==> config.mk <==
export PLATFORM = sky130hd
export DESIGN_NAME = dm_req_split_top
export DESIGN_NICKNAME = d
export VERILOG_FILES = /design/src/dm_split_pkg.sv /design/src/dm_req_split_top.sv /design/src/dm_req_out_skid.sv /design/src/dm_req_splitter.sv /design/src/dm_req_intake.sv
export SDC_FILE = /design/constraint.sdc
export NUM_CORES = 1
export LEC_CHECK = 0
export ABC_AREA = 1
export BUFFER_PORTS_ARGS = -buffer_cell sky130_fd_sc_hd__buf_2
export CORE_ASPECT_RATIO = 0.8
export CORE_MARGIN = 1
export CORE_UTILIZATION = 33
export DETAILED_ROUTE_END_ITERATION = 8
export PLACE_DENSITY = 0.47
export SKIP_CTS_REPAIR_TIMING = 1
export SLEW_MARGIN = 30
export SYNTH_ARGS = -nofsm -noshare
export SYNTH_HDL_FRONTEND = slang
export SYNTH_HIERARCHICAL = 1
export SYNTH_SLANG_ARGS = --single-unit
==> constraint.sdc <==
create_clock -name clk -period 8.7 [get_ports clk]
set_clock_uncertainty 0.2 [all_clocks]
set_input_delay 0.87 -clock clk [delete_from_list [all_inputs] [get_ports clk]]
set_output_delay 0.87 -clock clk [all_outputs]
set_load 0.1 [all_outputs]
==> src/dm_split_pkg.sv <==
// DMA request splitter definitions
`default_nettype none

package dm_split_pkg;

    // ====================
    // Request opcodes
    // ====================

    // Only reads and write headers are ever cut into pieces
    // Everything else is forwarded as a single final piece
    typedef enum logic [1:0] {
        OP_MRD   = 2'd0,
        OP_MWR   = 2'd1,
        OP_OTHER = 2'd2
    } dm_op_e;

    // ====================
    // Field widths
    // ====================

    // Host byte address
    localparam int unsigned ADDR_W = 64;

    // Request length in bytes
    localparam int unsigned LEN_W = 24;

    // Request tag, copied unchanged onto every piece
    localparam int unsigned TAG_W = 8;

    // ====================
    // Split geometry
    // ====================

    // Largest piece the splitter may emit
    // Must be a power of two and no larger than a page, so that full pieces
    // tile each page exactly and never straddle a page boundary
    localparam int unsigned REQ_MAX_BYTES = 64;

    // Number of address bits covered by one REQ_MAX_BYTES window
    localparam int unsigned REQ_MAX_LOG2 = 6;

    // Pieces must never cross a boundary of this size
    localparam int unsigned PAGE_BYTES = 4096;

    // Width of the byte offset within one page
    localparam int unsigned PAGE_LOG2 = 12;

    // Both sizes must agree with their log2 values, and the window must fit in a page.
    // The offset within a window is taken as the low bits of the page offset,
    // which only works while REQ_MAX_LOG2 does not exceed PAGE_LOG2.
    // The page offset is also widened to LEN_W bits in the split compare,
    // so PAGE_LOG2 must stay below LEN_W

endpackage

`default_nettype wire
==> src/dm_req_split_top.sv <==
// DMA request splitter top
`default_nettype none

module dm_req_split_top import dm_split_pkg::*; (
    input  wire               clk,
    input  wire               rst_n,

    // Host-side requests in
    input  wire               i_req_valid,
    output logic              o_req_ready,
    input  dm_op_e            i_req_op,
    input  wire [ADDR_W-1:0]  i_req_addr,
    input  wire [LEN_W-1:0]   i_req_len,
    input  wire [TAG_W-1:0]   i_req_tag,

    // Split pieces out
    output logic              o_pc_valid,
    input  wire               i_pc_ready,
    output dm_op_e            o_pc_op,
    output logic [ADDR_W-1:0] o_pc_addr,
    output logic [LEN_W-1:0]  o_pc_len,
    output logic [TAG_W-1:0]  o_pc_tag,
    output logic              o_pc_final_cpl,
    output logic              o_pc_suppress_commit
);

    // ====================
    // Intake to splitter
    // ====================

    logic                 s_valid;
    logic                 s_ready;
    dm_op_e               s_op;
    logic [ADDR_W-1:0]    s_addr;
    logic [LEN_W-1:0]     s_len;
    logic [TAG_W-1:0]     s_tag;
    logic                 s_needs_split;
    logic [PAGE_LOG2-1:0] s_page_off;

    // ====================
    // Splitter to skid
    // ====================

    logic                 p_valid;
    logic                 p_ready;
    dm_op_e               p_op;
    logic [ADDR_W-1:0]    p_addr;
    logic [LEN_W-1:0]     p_len;
    logic [TAG_W-1:0]     p_tag;
    logic                 p_final_cpl;
    logic                 p_suppress_commit;

    // Decode and register each request as it arrives
    dm_req_intake u_intake (
        .clk           (clk),
        .rst_n         (rst_n),
        .i_valid       (i_req_valid),
        .o_ready       (o_req_ready),
        .i_op          (i_req_op),
        .i_addr        (i_req_addr),
        .i_len         (i_req_len),
        .i_tag         (i_req_tag),
        .o_valid       (s_valid),
        .i_ready       (s_ready),
        .o_op          (s_op),
        .o_addr        (s_addr),
        .o_len         (s_len),
        .o_tag         (s_tag),
        .o_needs_split (s_needs_split),
        .o_page_off    (s_page_off)
    );

    // Cut each request into window-sized pieces
    dm_req_splitter u_splitter (
        .clk               (clk),
        .rst_n             (rst_n),
        .i_valid           (s_valid),
        .o_ready           (s_ready),
        .i_op              (s_op),
        .i_addr            (s_addr),
        .i_len             (s_len),
        .i_tag             (s_tag),
        .i_needs_split     (s_needs_split),
        .i_page_off        (s_page_off),
        .o_valid           (p_valid),
        .i_ready           (p_ready),
        .o_op              (p_op),
        .o_addr            (p_addr),
        .o_len             (p_len),
        .o_tag             (p_tag),
        .o_final_cpl       (p_final_cpl),
        .o_suppress_commit (p_suppress_commit)
    );

    // Register the pieces so the outputs come from flops
    dm_req_out_skid u_out_skid (
        .clk               (clk),
        .rst_n             (rst_n),
        .i_valid           (p_valid),
        .o_ready           (p_ready),
        .i_op              (p_op),
        .i_addr            (p_addr),
        .i_len             (p_len),
        .i_tag             (p_tag),
        .i_final_cpl       (p_final_cpl),
        .i_suppress_commit (p_suppress_commit),
        .o_valid           (o_pc_valid),
        .i_ready           (i_pc_ready),
        .o_op              (o_pc_op),
        .o_addr            (o_pc_addr),
        .o_len             (o_pc_len),
        .o_tag             (o_pc_tag),
        .o_final_cpl       (o_pc_final_cpl),
        .o_suppress_commit (o_pc_suppress_commit)
    );

endmodule

`default_nettype wire

==> src/dm_req_out_skid.sv <==
// Piece output skid buffer
`default_nettype none

module dm_req_out_skid import dm_split_pkg::*; (
    input  wire               clk,
    input  wire               rst_n,

    // Pieces from the splitter
    input  wire               i_valid,
    output logic              o_ready,
    input  dm_op_e            i_op,
    input  wire [ADDR_W-1:0]  i_addr,
    input  wire [LEN_W-1:0]   i_len,
    input  wire [TAG_W-1:0]   i_tag,
    input  wire               i_final_cpl,
    input  wire               i_suppress_commit,

    // Registered pieces to the host side
    output logic              o_valid,
    input  wire               i_ready,
    output dm_op_e            o_op,
    output logic [ADDR_W-1:0] o_addr,
    output logic [LEN_W-1:0]  o_len,
    output logic [TAG_W-1:0]  o_tag,
    output logic              o_final_cpl,
    output logic              o_suppress_commit
);

    // ====================
    // Storage
    // ====================

    // Main entry feeds the outputs directly
    logic              main_valid;

    // Spare entry catches the piece that arrives while main is stalled
    logic              spare_valid;
    dm_op_e            spare_op;
    logic [ADDR_W-1:0] spare_addr;
    logic [LEN_W-1:0]  spare_len;
    logic [TAG_W-1:0]  spare_tag;
    logic              spare_final_cpl;
    logic              spare_suppress_commit;

    logic              in_xfer;
    logic              main_free;

    // Ready only reflects whether the spare slot is free
    assign o_ready   = !spare_valid;
    assign in_xfer   = i_valid && !spare_valid;

    // Main can take a new piece when empty or being drained this cycle
    assign main_free = !main_valid || i_ready;

    assign o_valid   = main_valid;

    always_ff @(posedge clk) begin
        if (!rst_n) begin
            main_valid  <= 1'b0;
            spare_valid <= 1'b0;
        end else if (main_free) begin
            // Spare always drains first to keep pieces in order
            main_valid  <= spare_valid || in_xfer;
            spare_valid <= 1'b0;
        end else if (in_xfer) begin
            spare_valid <= 1'b1;
        end
    end

    always_ff @(posedge clk) begin
        if (main_free) begin
            if (spare_valid) begin
                o_op              <= spare_op;
                o_addr            <= spare_addr;
                o_len             <= spare_len;
                o_tag             <= spare_tag;
                o_final_cpl       <= spare_final_cpl;
                o_suppress_commit <= spare_suppress_commit;
            end else if (in_xfer) begin
                o_op              <= i_op;
                o_addr            <= i_addr;
                o_len             <= i_len;
                o_tag             <= i_tag;
                o_final_cpl       <= i_final_cpl;
                o_suppress_commit <= i_suppress_commit;
            end
        end else if (in_xfer) begin
            spare_op              <= i_op;
            spare_addr            <= i_addr;
            spare_len             <= i_len;
            spare_tag             <= i_tag;
            spare_final_cpl       <= i_final_cpl;
            spare_suppress_commit <= i_suppress_commit;
        end
    end

endmodule

`default_nettype wire

==> src/dm_req_splitter.sv <==
// Request splitter stage
`default_nettype none

module dm_req_splitter import dm_split_pkg::*; (
    input  wire                  clk,
    input  wire                  rst_n,

    // Decoded request from the intake register
    input  wire                  i_valid,
    output logic                 o_ready,
    input  dm_op_e               i_op,
    input  wire [ADDR_W-1:0]     i_addr,
    input  wire [LEN_W-1:0]      i_len,
    input  wire [TAG_W-1:0]      i_tag,
    input  wire                  i_needs_split,
    input  wire [PAGE_LOG2-1:0]  i_page_off,

    // One piece per accepted cycle toward the output skid
    output logic                 o_valid,
    input  wire                  i_ready,
    output dm_op_e               o_op,
    output logic [ADDR_W-1:0]    o_addr,
    output logic [LEN_W-1:0]     o_len,
    output logic [TAG_W-1:0]     o_tag,
    output logic                 o_final_cpl,
    output logic                 o_suppress_commit
);

    // ====================
    // Holding register
    // ====================

    // A request is being worked on
    logic                    busy;

    // The next piece is the first one of its request
    logic                    first_q;

    // Request was marked for cutting at intake
    logic                    split_q;

    dm_op_e                  op_q;
    logic [TAG_W-1:0]        tag_q;

    // Start address of the next piece
    logic [ADDR_W-1:0]       addr_q;

    // Bytes not yet covered by an issued piece
    logic [LEN_W-1:0]        rem_q;

    // Start offset inside the first REQ_MAX_BYTES window
    logic [REQ_MAX_LOG2-1:0] win_off_q;

    // ====================
    // Next piece
    // ====================

    logic [LEN_W-1:0]        win_off_ext;
    logic [LEN_W-1:0]        piece_len;
    logic [ADDR_W-1:0]       addr_step;
    logic                    piece_last;
    logic                    xfer_out;
    logic                    done;
    logic                    load;

    assign win_off_ext = {{(LEN_W - REQ_MAX_LOG2){1'b0}}, win_off_q};

    always_comb begin
        // Unsplit requests go out whole, and are always the last piece
        piece_last = 1'b1;
        piece_len  = rem_q;

        if (split_q) begin
            if (first_q) begin
                // First piece runs up to the next window boundary
                // A request that needed cutting always reaches past that boundary,
                // because a page boundary is also a window boundary
                piece_last = 1'b0;
                piece_len  = LEN_W'(REQ_MAX_BYTES) - win_off_ext;
            end else begin
                // Address is window aligned from here on
                piece_last = rem_q <= LEN_W'(REQ_MAX_BYTES);
                piece_len  = piece_last ? rem_q : LEN_W'(REQ_MAX_BYTES);
            end
        end
    end

    assign addr_step = {{(ADDR_W - LEN_W){1'b0}}, piece_len};

    // Piece fields are straight from the holding register
    assign o_valid           = busy;
    assign o_op              = op_q;
    assign o_addr            = addr_q;
    assign o_len             = piece_len;
    assign o_tag             = tag_q;

    // Reads flag the piece carrying the final completion
    assign o_final_cpl       = (op_q == OP_MRD) && piece_last;

    // Writes hold back the commit message until the last piece
    assign o_suppress_commit = (op_q == OP_MWR) && !piece_last;

    // ====================
    // Handshake
    // ====================

    assign xfer_out = busy && i_ready;
    assign done     = xfer_out && piece_last;

    // Next request is taken while idle, or as the last piece leaves,
    // so back-to-back requests run without a bubble
    assign o_ready  = !busy || done;
    assign load     = i_valid && o_ready;

    always_ff @(posedge clk) begin
        if (!rst_n) begin
            busy    <= 1'b0;
            first_q <= 1'b0;
        end else if (load) begin
            busy    <= 1'b1;
            first_q <= 1'b1;
        end else if (xfer_out) begin
            first_q <= 1'b0;
            if (piece_last) begin
                busy <= 1'b0;
            end
        end
    end

    // Request payload and the running address and length
    always_ff @(posedge clk) begin
        if (load) begin
            op_q      <= i_op;
            tag_q     <= i_tag;
            addr_q    <= i_addr;
            rem_q     <= i_len;
            split_q   <= i_needs_split;
            win_off_q <= i_page_off[REQ_MAX_LOG2-1:0];
        end else if (xfer_out) begin
            // Move past the piece just sent
            addr_q <= addr_q + addr_step;
            rem_q  <= rem_q - piece_len;
        end
    end

endmodule

`default_nettype wire

==> src/dm_req_intake.sv <==
// Request intake register
`default_nettype none

module dm_req_intake import dm_split_pkg::*; (
    input  wire                  clk,
    input  wire                  rst_n,

    // Incoming request header
    input  wire                  i_valid,
    output logic                 o_ready,
    input  dm_op_e               i_op,
    input  wire [ADDR_W-1:0]     i_addr,
    input  wire [LEN_W-1:0]      i_len,
    input  wire [TAG_W-1:0]      i_tag,

    // Registered request toward the splitter
    output logic                 o_valid,
    input  wire                  i_ready,
    output dm_op_e               o_op,
    output logic [ADDR_W-1:0]    o_addr,
    output logic [LEN_W-1:0]     o_len,
    output logic [TAG_W-1:0]     o_tag,
    output logic                 o_needs_split,
    output logic [PAGE_LOG2-1:0] o_page_off
);

    // ====================
    // Split decision
    // ====================

    logic                 is_mem_req;
    logic [PAGE_LOG2-1:0] page_off;
    logic [LEN_W:0]       end_off;
    logic                 too_long;
    logic                 crosses_page;
    logic                 needs_split;
    logic                 load;

    // Start offset within the 4 KB page
    assign page_off = i_addr[PAGE_LOG2-1:0];

    // One spare bit on top so that the end offset cannot wrap
    assign end_off = {1'b0, {(LEN_W - PAGE_LOG2){1'b0}}, page_off} + {1'b0, i_len};

    assign is_mem_req   = (i_op == OP_MRD) || (i_op == OP_MWR);
    assign too_long     = i_len > LEN_W'(REQ_MAX_BYTES);
    assign crosses_page = end_off > (LEN_W + 1)'(PAGE_BYTES);

    // Zero-length and short in-page requests fall out of both compares
    assign needs_split = is_mem_req && (too_long || crosses_page);

    // ====================
    // Pipeline register
    // ====================

    // Accept when empty or when the held request leaves in this same cycle
    assign o_ready = !o_valid || i_ready;
    assign load    = i_valid && o_ready;

    always_ff @(posedge clk) begin
        if (!rst_n) begin
            o_valid <= 1'b0;
        end else if (load) begin
            o_valid <= 1'b1;
        end else if (i_ready) begin
            o_valid <= 1'b0;
        end
    end

    // Payload is only looked at while o_valid is high
    always_ff @(posedge clk) begin
        if (load) begin
            o_op          <= i_op;
            o_addr        <= i_addr;
            o_len         <= i_len;
            o_tag         <= i_tag;
            o_needs_split <= needs_split;
            o_page_off    <= page_off;
        end
    end

endmodule

`default_nettype wire

==> Word level (Yosys, flattened, before mapping) <==
Cells that the tools add are included.
W data, S select, Z words.
{ "totals": {"regBits": 415, "wordCells": 96, "output_inout_bits": 102, "in_bits": 102} }
{ "op_classes": {"magnitude_cmp": 3, "reduce_logical": 28, "mux": 28, "n_addsub": 4, "eq_ne": 2, "bitwise": 2} }
{ "op_table": {"columns": ["cell", "count"], "rows": [
  ["$mux W64", 4],
  ["$mux W24", 7],
  ["$add A64 B24 Y64", 1],
  ["$add A12 B24 Y25", 1],
  ["$gt A25 B13 Y1 const B", 1],
  ["$gt A24 B7 Y1 const B", 1],
  ["$le A24 B7 Y1 const B", 1],
  ["$sub A24 B24 Y24", 1],
  ["$mux W8", 2],
  ["$mux W1", 13],
  ["$reduce_bool A2 Y1", 4],
  ["$sub A7 B6 Y8 const A", 1],
  ["$logic_and A1 B1 Y1", 7],
  ["$logic_or A1 B1 Y1", 6],
  ["$reduce_and A2 Y1", 3],
  ["$logic_not A1 Y1", 5],
  ["$eq A2 B1 Y1 const B", 2],
  ["$logic_not A2 Y1", 2],
  ["$mux W2", 2],
  ["$not A1 Y1", 2],
  ["$reduce_or A2 Y1", 1]
]} }

==> Depth between registers and ports, before layout <==
{ "depth": {"ltp_word": 8, "mapped_depth": 24, "mapped_depth_nobuf": 24} }

==> Hierarchy <==
The synthesis kept the hierarchy.
{ "modules_own_cells": {"columns": ["mod", "cells_each", "area_each_um2", "seq_area_each_um2", "n_inst"], "rows": [
  ["dm_req_splitter", 1487, 9623.0, 3193.1, 1],
  ["dm_req_out_skid", 535, 7430.9, 6045.8, 1],
  ["dm_req_intake", 266, 3943.8, 2992.9, 1]
]} }

==> Worst setup path after synthesis <==
No wires, ideal clock.
{ "synth_timing": {"path_kind": "reg2reg", "startpoint": "register u_intake.o_valid", "endpoint": "register u_splitter.addr_q[0] (netlist: u_splitter/o_addr[0]) (enable)", "path_slack_ns": 1.217, "setup_ns": 0.656, "path_stages_with_launch": 3, "arrival_time_ns": 6.627, "required_time_ns": 7.844, "period_less_slack_ns": 7.483, "cell_sequence": "dfxtp_1 inv_1 o21ai_0"} }
{ "synth_via": {"elab_chain_len": 2} }
{ "synth_rtl": {"columns": ["element", "line", "rtl"], "rows": [
  ["start, declared", "dm_req_intake.sv:17", "output logic o_valid,"],
  ["start signal, assigned", "dm_req_intake.sv:62", "o_valid <= 1'b0;"],
  ["start signal, assigned", "dm_req_intake.sv:64", "o_valid <= 1'b1;"],
  ["start signal, assigned", "dm_req_intake.sv:66", "o_valid <= 1'b0;"],
  ["$logic_and A1 B1 Y1", "dm_req_splitter.sv:113", "assign load = i_valid && o_ready;"],
  ["$reduce_bool A2 Y1 (no source line)", null, null],
  ["end signal, assigned", "dm_req_splitter.sv:135", "addr_q <= i_addr;"],
  ["end signal, assigned", "dm_req_splitter.sv:141", "addr_q <= addr_q + addr_step;"],
  ["end, declared", "dm_req_splitter.sv:46", "logic [ADDR_W-1:0] addr_q;"]
]} }
No other way between the ends.
A chain may end at the register's enable or synchronous reset.

==> Worst setup path in the final report <==
{ "layout_timing": {"startpoint": "register u_splitter.rem_q[18]", "endpoint": "register u_splitter.addr_q[58] (netlist: u_splitter/o_addr[58]) (data pin)"} }
{ "layout_via": {"elab_chain_len": 7} }
{ "layout_rtl": {"columns": ["element", "line", "rtl"], "rows": [
  ["start, declared", "dm_req_splitter.sv:49", "logic [LEN_W-1:0] rem_q;"],
  ["start signal, assigned", "dm_req_splitter.sv:136", "rem_q <= i_len;"],
  ["start signal, assigned", "dm_req_splitter.sv:142", "rem_q <= rem_q - piece_len;"],
  ["$le A24 B7 Y1", "dm_req_splitter.sv:82", "piece_last = rem_q <= LEN_W'(REQ_MAX_BYTES);"],
  ["$mux W24", "dm_req_splitter.sv:83", "piece_len = piece_last ? rem_q : LEN_W'(REQ_MAX_BYTES);"],
  ["$mux W24", "dm_req_splitter.sv:74", "if (first_q) begin"],
  ["$mux W24", "dm_req_splitter.sv:73", "if (split_q) begin"],
  ["net p_len[0]", "dm_req_split_top.sv:48", "logic [LEN_W-1:0] p_len;"],
  ["$add A64 B24 Y64", "dm_req_splitter.sv:141", null],
  ["$mux W64", "dm_req_splitter.sv:139", "end else if (xfer_out) begin"],
  ["$mux W64", "dm_req_splitter.sv:132", "if (load) begin"]
]} }
The timed path passes the listed nets, and every way through them passes these cells. The select of a mux whose other input is x is not followed.

==> flow_summary.html <==
<table>
<tr><th>Metric</th><th>Value</th></tr>
<tr><th colspan="2">Clocking</th></tr>
<tr><td>CTS tree</td><td>yes</td></tr>
<tr><td>Root buf cell</td><td>sky130_fd_sc_hd__clkbuf_16</td></tr>
<tr><td>Reg clk slew, reported paths</td><td>0.06 ns</td></tr>
<tr><td>Number of clock sinks</td><td>between 400 and 500</td></tr>
<tr><td>H-tree lvl count</td><td>2</td></tr>
<tr><td>Largest buffer count on any clock path</td><td>3</td></tr>
<tr><td>Insertion delay to the later sink of the worst-skew pair</td><td>0.59 ns</td></tr>
<tr><td>Total CTS buffers</td><td>between 40 and 50</td></tr>
<tr><th colspan="2">Worst setup path</th></tr>
<tr><td>Worst-case reg-to-reg path depth</td><td>20</td></tr>
<tr><td>Capturing element type of the critical path</td><td>flop</td></tr>
<tr><td>Critical path cell sequence</td><td>nor2_1 &gt; nand4_1 &gt; nor2_1 &gt; nand3_1 &gt; nand2_2 &gt; nand2_1 &gt; o21ai_0 &gt; ha_1 &gt; inv_1 &gt; fa_1 &gt; nor2_1 &gt; nand3_1 &gt; nand3_1 &gt; nand2_1 &gt; nand3_1 &gt; nand2_1 &gt; nand2_1 &gt; nand2_1 &gt; nand2_1 &gt; nand2_1</td></tr>
<tr><td>Crit Path Category</td><td>flop to flop</td></tr>
<tr><td>Cell with the most instances on the worst path</td><td>sky130_fd_sc_hd__nand2_1</td></tr>
<tr><td>Worst reg2reg path endpoint</td><td>u_splitter/o_addr[58]$_DFFE_PP_</td></tr>
<tr><td>Crit path max-delay cell type</td><td>sky130_fd_sc_hd__fa_1</td></tr>
<tr><td>Count of buffer and inverter cells on the critical path</td><td>1</td></tr>
<tr><td>Worst flop-to-flop path startpoint</td><td>u_splitter/rem_q[18]$_DFFE_PP_</td></tr>
<tr><td>Type of element launching the critical path</td><td>flop</td></tr>
<tr><td>Cell type group with the largest total delay on the critical path</td><td>simple AND/OR/NAND/NOR gates</td></tr>
<tr><td>Register-to-Register Setup Slack</td><td>approximately 4.6 ns</td></tr>
<tr><td>Peak per-stage delay on the critical path</td><td>between 0.4 and 0.5 ns</td></tr>
<tr><td>Arrival time of data at the critical path endpoint</td><td>approximately 4.3 ns</td></tr>
<tr><td>Biggest fanout along the worst timing path</td><td>10</td></tr>
<tr><td>Required arrival time at the worst endpoint</td><td>8.83 ns</td></tr>
<tr><th colspan="2">Detailed routing</th></tr>
<tr><td>Final WL</td><td>64780 µm</td></tr>
<tr><td>Post-route ant nets</td><td>0</td></tr>
<tr><td>Vias</td><td>16120</td></tr>
<tr><td>DR WL/cell</td><td>approximately 19 µm</td></tr>
<tr><td>DRT iter0 DRCs</td><td>around 1300</td></tr>
<tr><td>DR pass1 iterations</td><td>6</td></tr>
<tr><td>Number of remaining DRC errors</td><td>0</td></tr>
<tr><td>Vias per cell</td><td>4.780</td></tr>
<tr><th colspan="2">STA</th></tr>
<tr><td>Hold WS</td><td>0.2223 ns</td></tr>
<tr><td>Finish-stage setup viols</td><td>0</td></tr>
<tr><td>Minimum period implied by the final worst setup slack</td><td>4.148 ns</td></tr>
<tr><td>Final Hold Violating Endpoints</td><td>0</td></tr>
<tr><td>Achievable clock frequency</td><td>0.2411 GHz</td></tr>
<tr><td>Worst Max-Slew Pin Slew</td><td>0.9616 ns</td></tr>
<tr><td>Final worst setup slack</td><td>roughly 4.6 ns</td></tr>
<tr><td>Slew HR</td><td>0.3589</td></tr>
<tr><td>Period utilisation layout</td><td>0.4767</td></tr>
<tr><td>Count of pins over their slew limit</td><td>0</td></tr>
<tr><td>Setup TNS Final</td><td>0 ns</td></tr>
<tr><td>RSZ-0062 raised after global routing</td><td>false</td></tr>
<tr><th colspan="2">Floorplanning</th></tr>
<tr><td>Core footprint</td><td>62690 µm²</td></tr>
<tr><td>I/O pin count</td><td>204</td></tr>
<tr><td>Vertical die dimension</td><td>about 230 µm</td></tr>
<tr><td>Floorplan row count</td><td>82</td></tr>
<tr><td>Starting utilization of the core area</td><td>0.3342</td></tr>
<tr><td>Floorplan die width</td><td>about 280 µm</td></tr>
<tr><td>Total Die Area</td><td>64510 µm²</td></tr>
<tr><th colspan="2">Global routing</th></tr>
<tr><td>First-pass GRT wire length</td><td>96270 µm</td></tr>
<tr><td>Number of antenna violations at the first check in global routing</td><td>1</td></tr>
<tr><td>Overall routing resource usage</td><td>0.1998</td></tr>
<tr><td>Largest net degree at the start of global routing</td><td>76</td></tr>
<tr><td>Number of global-route vias before repair</td><td>approximately 16000</td></tr>
<tr><td>Remaining Overflow, GRT</td><td>0</td></tr>
<tr><th colspan="2">Finish</th></tr>
<tr><td>Area growth from synthesis to layout</td><td>15.96%</td></tr>
<tr><td>Number of diodes</td><td>0</td></tr>
<tr><td>Cell Count, Final, Fillers Out</td><td>between 3000 and 4000</td></tr>
<tr><td>Final net count</td><td>~2700</td></tr>
<tr><td>Fraction of final layout cells sized beyond drive strength 1</td><td>0.1311</td></tr>
<tr><td>Final-layout fill cell count</td><td>6404</td></tr>
<tr><th colspan="2">Power and ir drop</th></tr>
<tr><td>Static leakage power</td><td>10.66 nW</td></tr>
<tr><td>Part of the power in registers</td><td>0.416</td></tr>
<tr><td>Switching power of the nets</td><td>2.094 mW</td></tr>
<tr><td>Peak supply drop</td><td>0.1579 mV</td></tr>
<tr><td>Pwr Density</td><td>249.8 nW/µm²</td></tr>
<tr><td>Relative contribution of combinational cells to total power</td><td>0.269</td></tr>
<tr><td>Switching power share of the total</td><td>0.3450</td></tr>
<tr><td>Clock network fraction of total power</td><td>0.315</td></tr>
<tr><td>Internal power</td><td>just under 4 mW</td></tr>
<tr><th colspan="2">Synth</th></tr>
<tr><td>Number of warnings issued by yosys</td><td>6</td></tr>
<tr><td>Syn Nets</td><td>2448</td></tr>
<tr><td>Mean instance size in the synthesized netlist</td><td>9.182 µm²</td></tr>
<tr><td>Cells after synthesis</td><td>2282</td></tr>
<tr><td>Post-synthesis instance area</td><td>20950 µm²</td></tr>
<tr><th colspan="2">Placed design</th></tr>
<tr><td>Post-placement worst setup slack</td><td>4.662 ns</td></tr>
<tr><td>Half-perimeter wire length of the detailed placement result</td><td>roughly 50000 µm</td></tr>
<tr><td>Port Buffers</td><td>203</td></tr>
<tr><td>Placed Cells incl. Taps</td><td>3289</td></tr>
<tr><td>GPL Wtd Cong</td><td>0.9271</td></tr>
<tr><th colspan="2">Run</th></tr>
<tr><td>Max-Cap Viols</td><td>0</td></tr>
<tr><th colspan="2">Hold path</th></tr>
<tr><td>Worst min-delay path startpoint</td><td>u_intake/o_op[1]$_DFFE_PP_</td></tr>
<tr><td>Min-delay worst type</td><td>flop to flop</td></tr>
<tr><td>Cells on Worst Hold Path</td><td>0</td></tr>
<tr><td>Worst hold path endpoint</td><td>u_splitter/o_op[1]$_DFFE_PP_</td></tr>
<tr><th colspan="2">Run status</th></tr>
<tr><td>Run status</td><td>finished, final reports clean</td></tr>
</table>
## metal layers
metal / share of wire / track usage
met1: 0.52 / 0.3138
met3: 0.069 / 0.04058
met4: 0.012 / 0.03749
met2: 0.40 / 0.2802
met5: 0 / 0
## cell usage in the layout (no fill, tap or decap), types with 8 or more instances in the layout
cell type                   instances
sky130_fd_sc_hd__nand2_1          922
sky130_fd_sc_hd__edfxtp_1         404
sky130_fd_sc_hd__inv_1            269
sky130_fd_sc_hd__buf_2            203
sky130_fd_sc_hd__nor2_1           141
sky130_fd_sc_hd__nand3_1          135
sky130_fd_sc_hd__ha_1              61
sky130_fd_sc_hd__a21oi_1           51
sky130_fd_sc_hd__o21ai_0           48
sky130_fd_sc_hd__clkbuf_16         46
sky130_fd_sc_hd__nor3_1            35
sky130_fd_sc_hd__nand4_1           28
sky130_fd_sc_hd__xnor2_1           28
sky130_fd_sc_hd__nand2_2           22
sky130_fd_sc_hd__buf_4             13
sky130_fd_sc_hd__clkinv_2          10
sky130_fd_sc_hd__nand3b_1           9
sky130_fd_sc_hd__xor2_1             9
sky130_fd_sc_hd__clkinv_1           8
sky130_fd_sc_hd__clkbuf_1           8
## layout make-up
cell class / instances / area, µm² / area share
multi-input combinational: 1553 / 7360 / 0.3029
timing repair buffer: 218 / 1169 / 0.04810
sequential: 409 / 12240 / 0.5036
inverter: 271 / 1018 / 0.04192
tap: 840 / 1051 / 0.04326
clock inverter: 27 / 281.5 / 0.01159
clock buffer: 54 / 1181 / 0.04861
## how the worst max path moves through the flow
stage                                         from                         endpoint  slack (ns)  cells past startpoint
CTS                 u_splitter/rem_q[18]$_DFFE_PP_  u_splitter/o_addr[42]$_DFFE_PP_        4.64                     18
finish              u_splitter/rem_q[18]$_DFFE_PP_  u_splitter/o_addr[58]$_DFFE_PP_        4.55                     20
floorplan            u_intake/o_valid$_SDFFE_PN0P_   u_splitter/o_addr[0]$_DFFE_PP_        1.22                      2
detailed placement  u_splitter/rem_q[18]$_DFFE_PP_  u_splitter/o_addr[42]$_DFFE_PP_        4.66                     18
global route        u_splitter/rem_q[16]$_DFFE_PP_  u_splitter/o_addr[56]$_DFFE_PP_        4.28                     24
global placement    u_splitter/rem_q[18]$_DFFE_PP_  u_splitter/o_addr[46]$_DFFE_PP_        4.69                     20
## power by group through the flow
stage          sequential, mW  clock (mW)  combinational, mW
2_1_floorplan            2.71           0              0.979
3_3_place_gp             2.56           0               1.62
3_5_place_dp             2.57           0               1.61
4_1_cts                  2.53        1.97               1.62
5_1_grt                  2.54        2.04               1.81
6_report                 2.53        1.91               1.63
## sequential cells by signal (all words and copies together) (netlist names), 6 cells and up
| register | count |
|---|---|
| u_splitter/rem_q | 24 |
| u_intake/o_len | 24 |
| u_out_skid/o_tag | 8 |
| u_intake/o_tag | 8 |
| u_out_skid/o_addr | 64 |
| u_out_skid/spare_tag | 8 |
| u_splitter/o_addr | 64 |
| u_out_skid/o_len | 24 |
| u_out_skid/spare_len | 24 |
| u_out_skid/spare_addr | 64 |
| u_splitter/o_tag | 8 |
| u_splitter/win_off_q | 6 |
| u_intake/o_addr | 64 |
## worst register-to-register path, stage by stage (launching register included)
cell and delay (ns):
sky130_fd_sc_hd__edfxtp_1 0.42, sky130_fd_sc_hd__nor2_1 0.15, sky130_fd_sc_hd__nand4_1 0.12, sky130_fd_sc_hd__nor2_1 0.13, sky130_fd_sc_hd__nand3_1 0.09, sky130_fd_sc_hd__nand2_2 0.22, sky130_fd_sc_hd__nand2_1 0.08, sky130_fd_sc_hd__o21ai_0 0.26
sky130_fd_sc_hd__ha_1 0.29, sky130_fd_sc_hd__inv_1 0.06, sky130_fd_sc_hd__fa_1 0.43, sky130_fd_sc_hd__nor2_1 0.29, sky130_fd_sc_hd__nand3_1 0.19, sky130_fd_sc_hd__nand3_1 0.19, sky130_fd_sc_hd__nand2_1 0.08, sky130_fd_sc_hd__nand3_1 0.35
sky130_fd_sc_hd__nand2_1 0.10, sky130_fd_sc_hd__nand2_1 0.08, sky130_fd_sc_hd__nand2_1 0.05, sky130_fd_sc_hd__nand2_1 0.07, sky130_fd_sc_hd__nand2_1 0.06
## through the flow
step | util | area, µm² | total power [mW]
after floorplan | - | 20950 | 3.685
after global placement | 0.3634 | 22780 | 4.185
after detailed placement | 0.3634 | 22780 | 4.180
after CTS | 0.3867 | 24240 | 6.114
after global routing | 0.3876 | 24300 | 6.394
final | 0.3876 | 24300 | 6.069
Note: power is estimated with default switching activity, not from simulation.
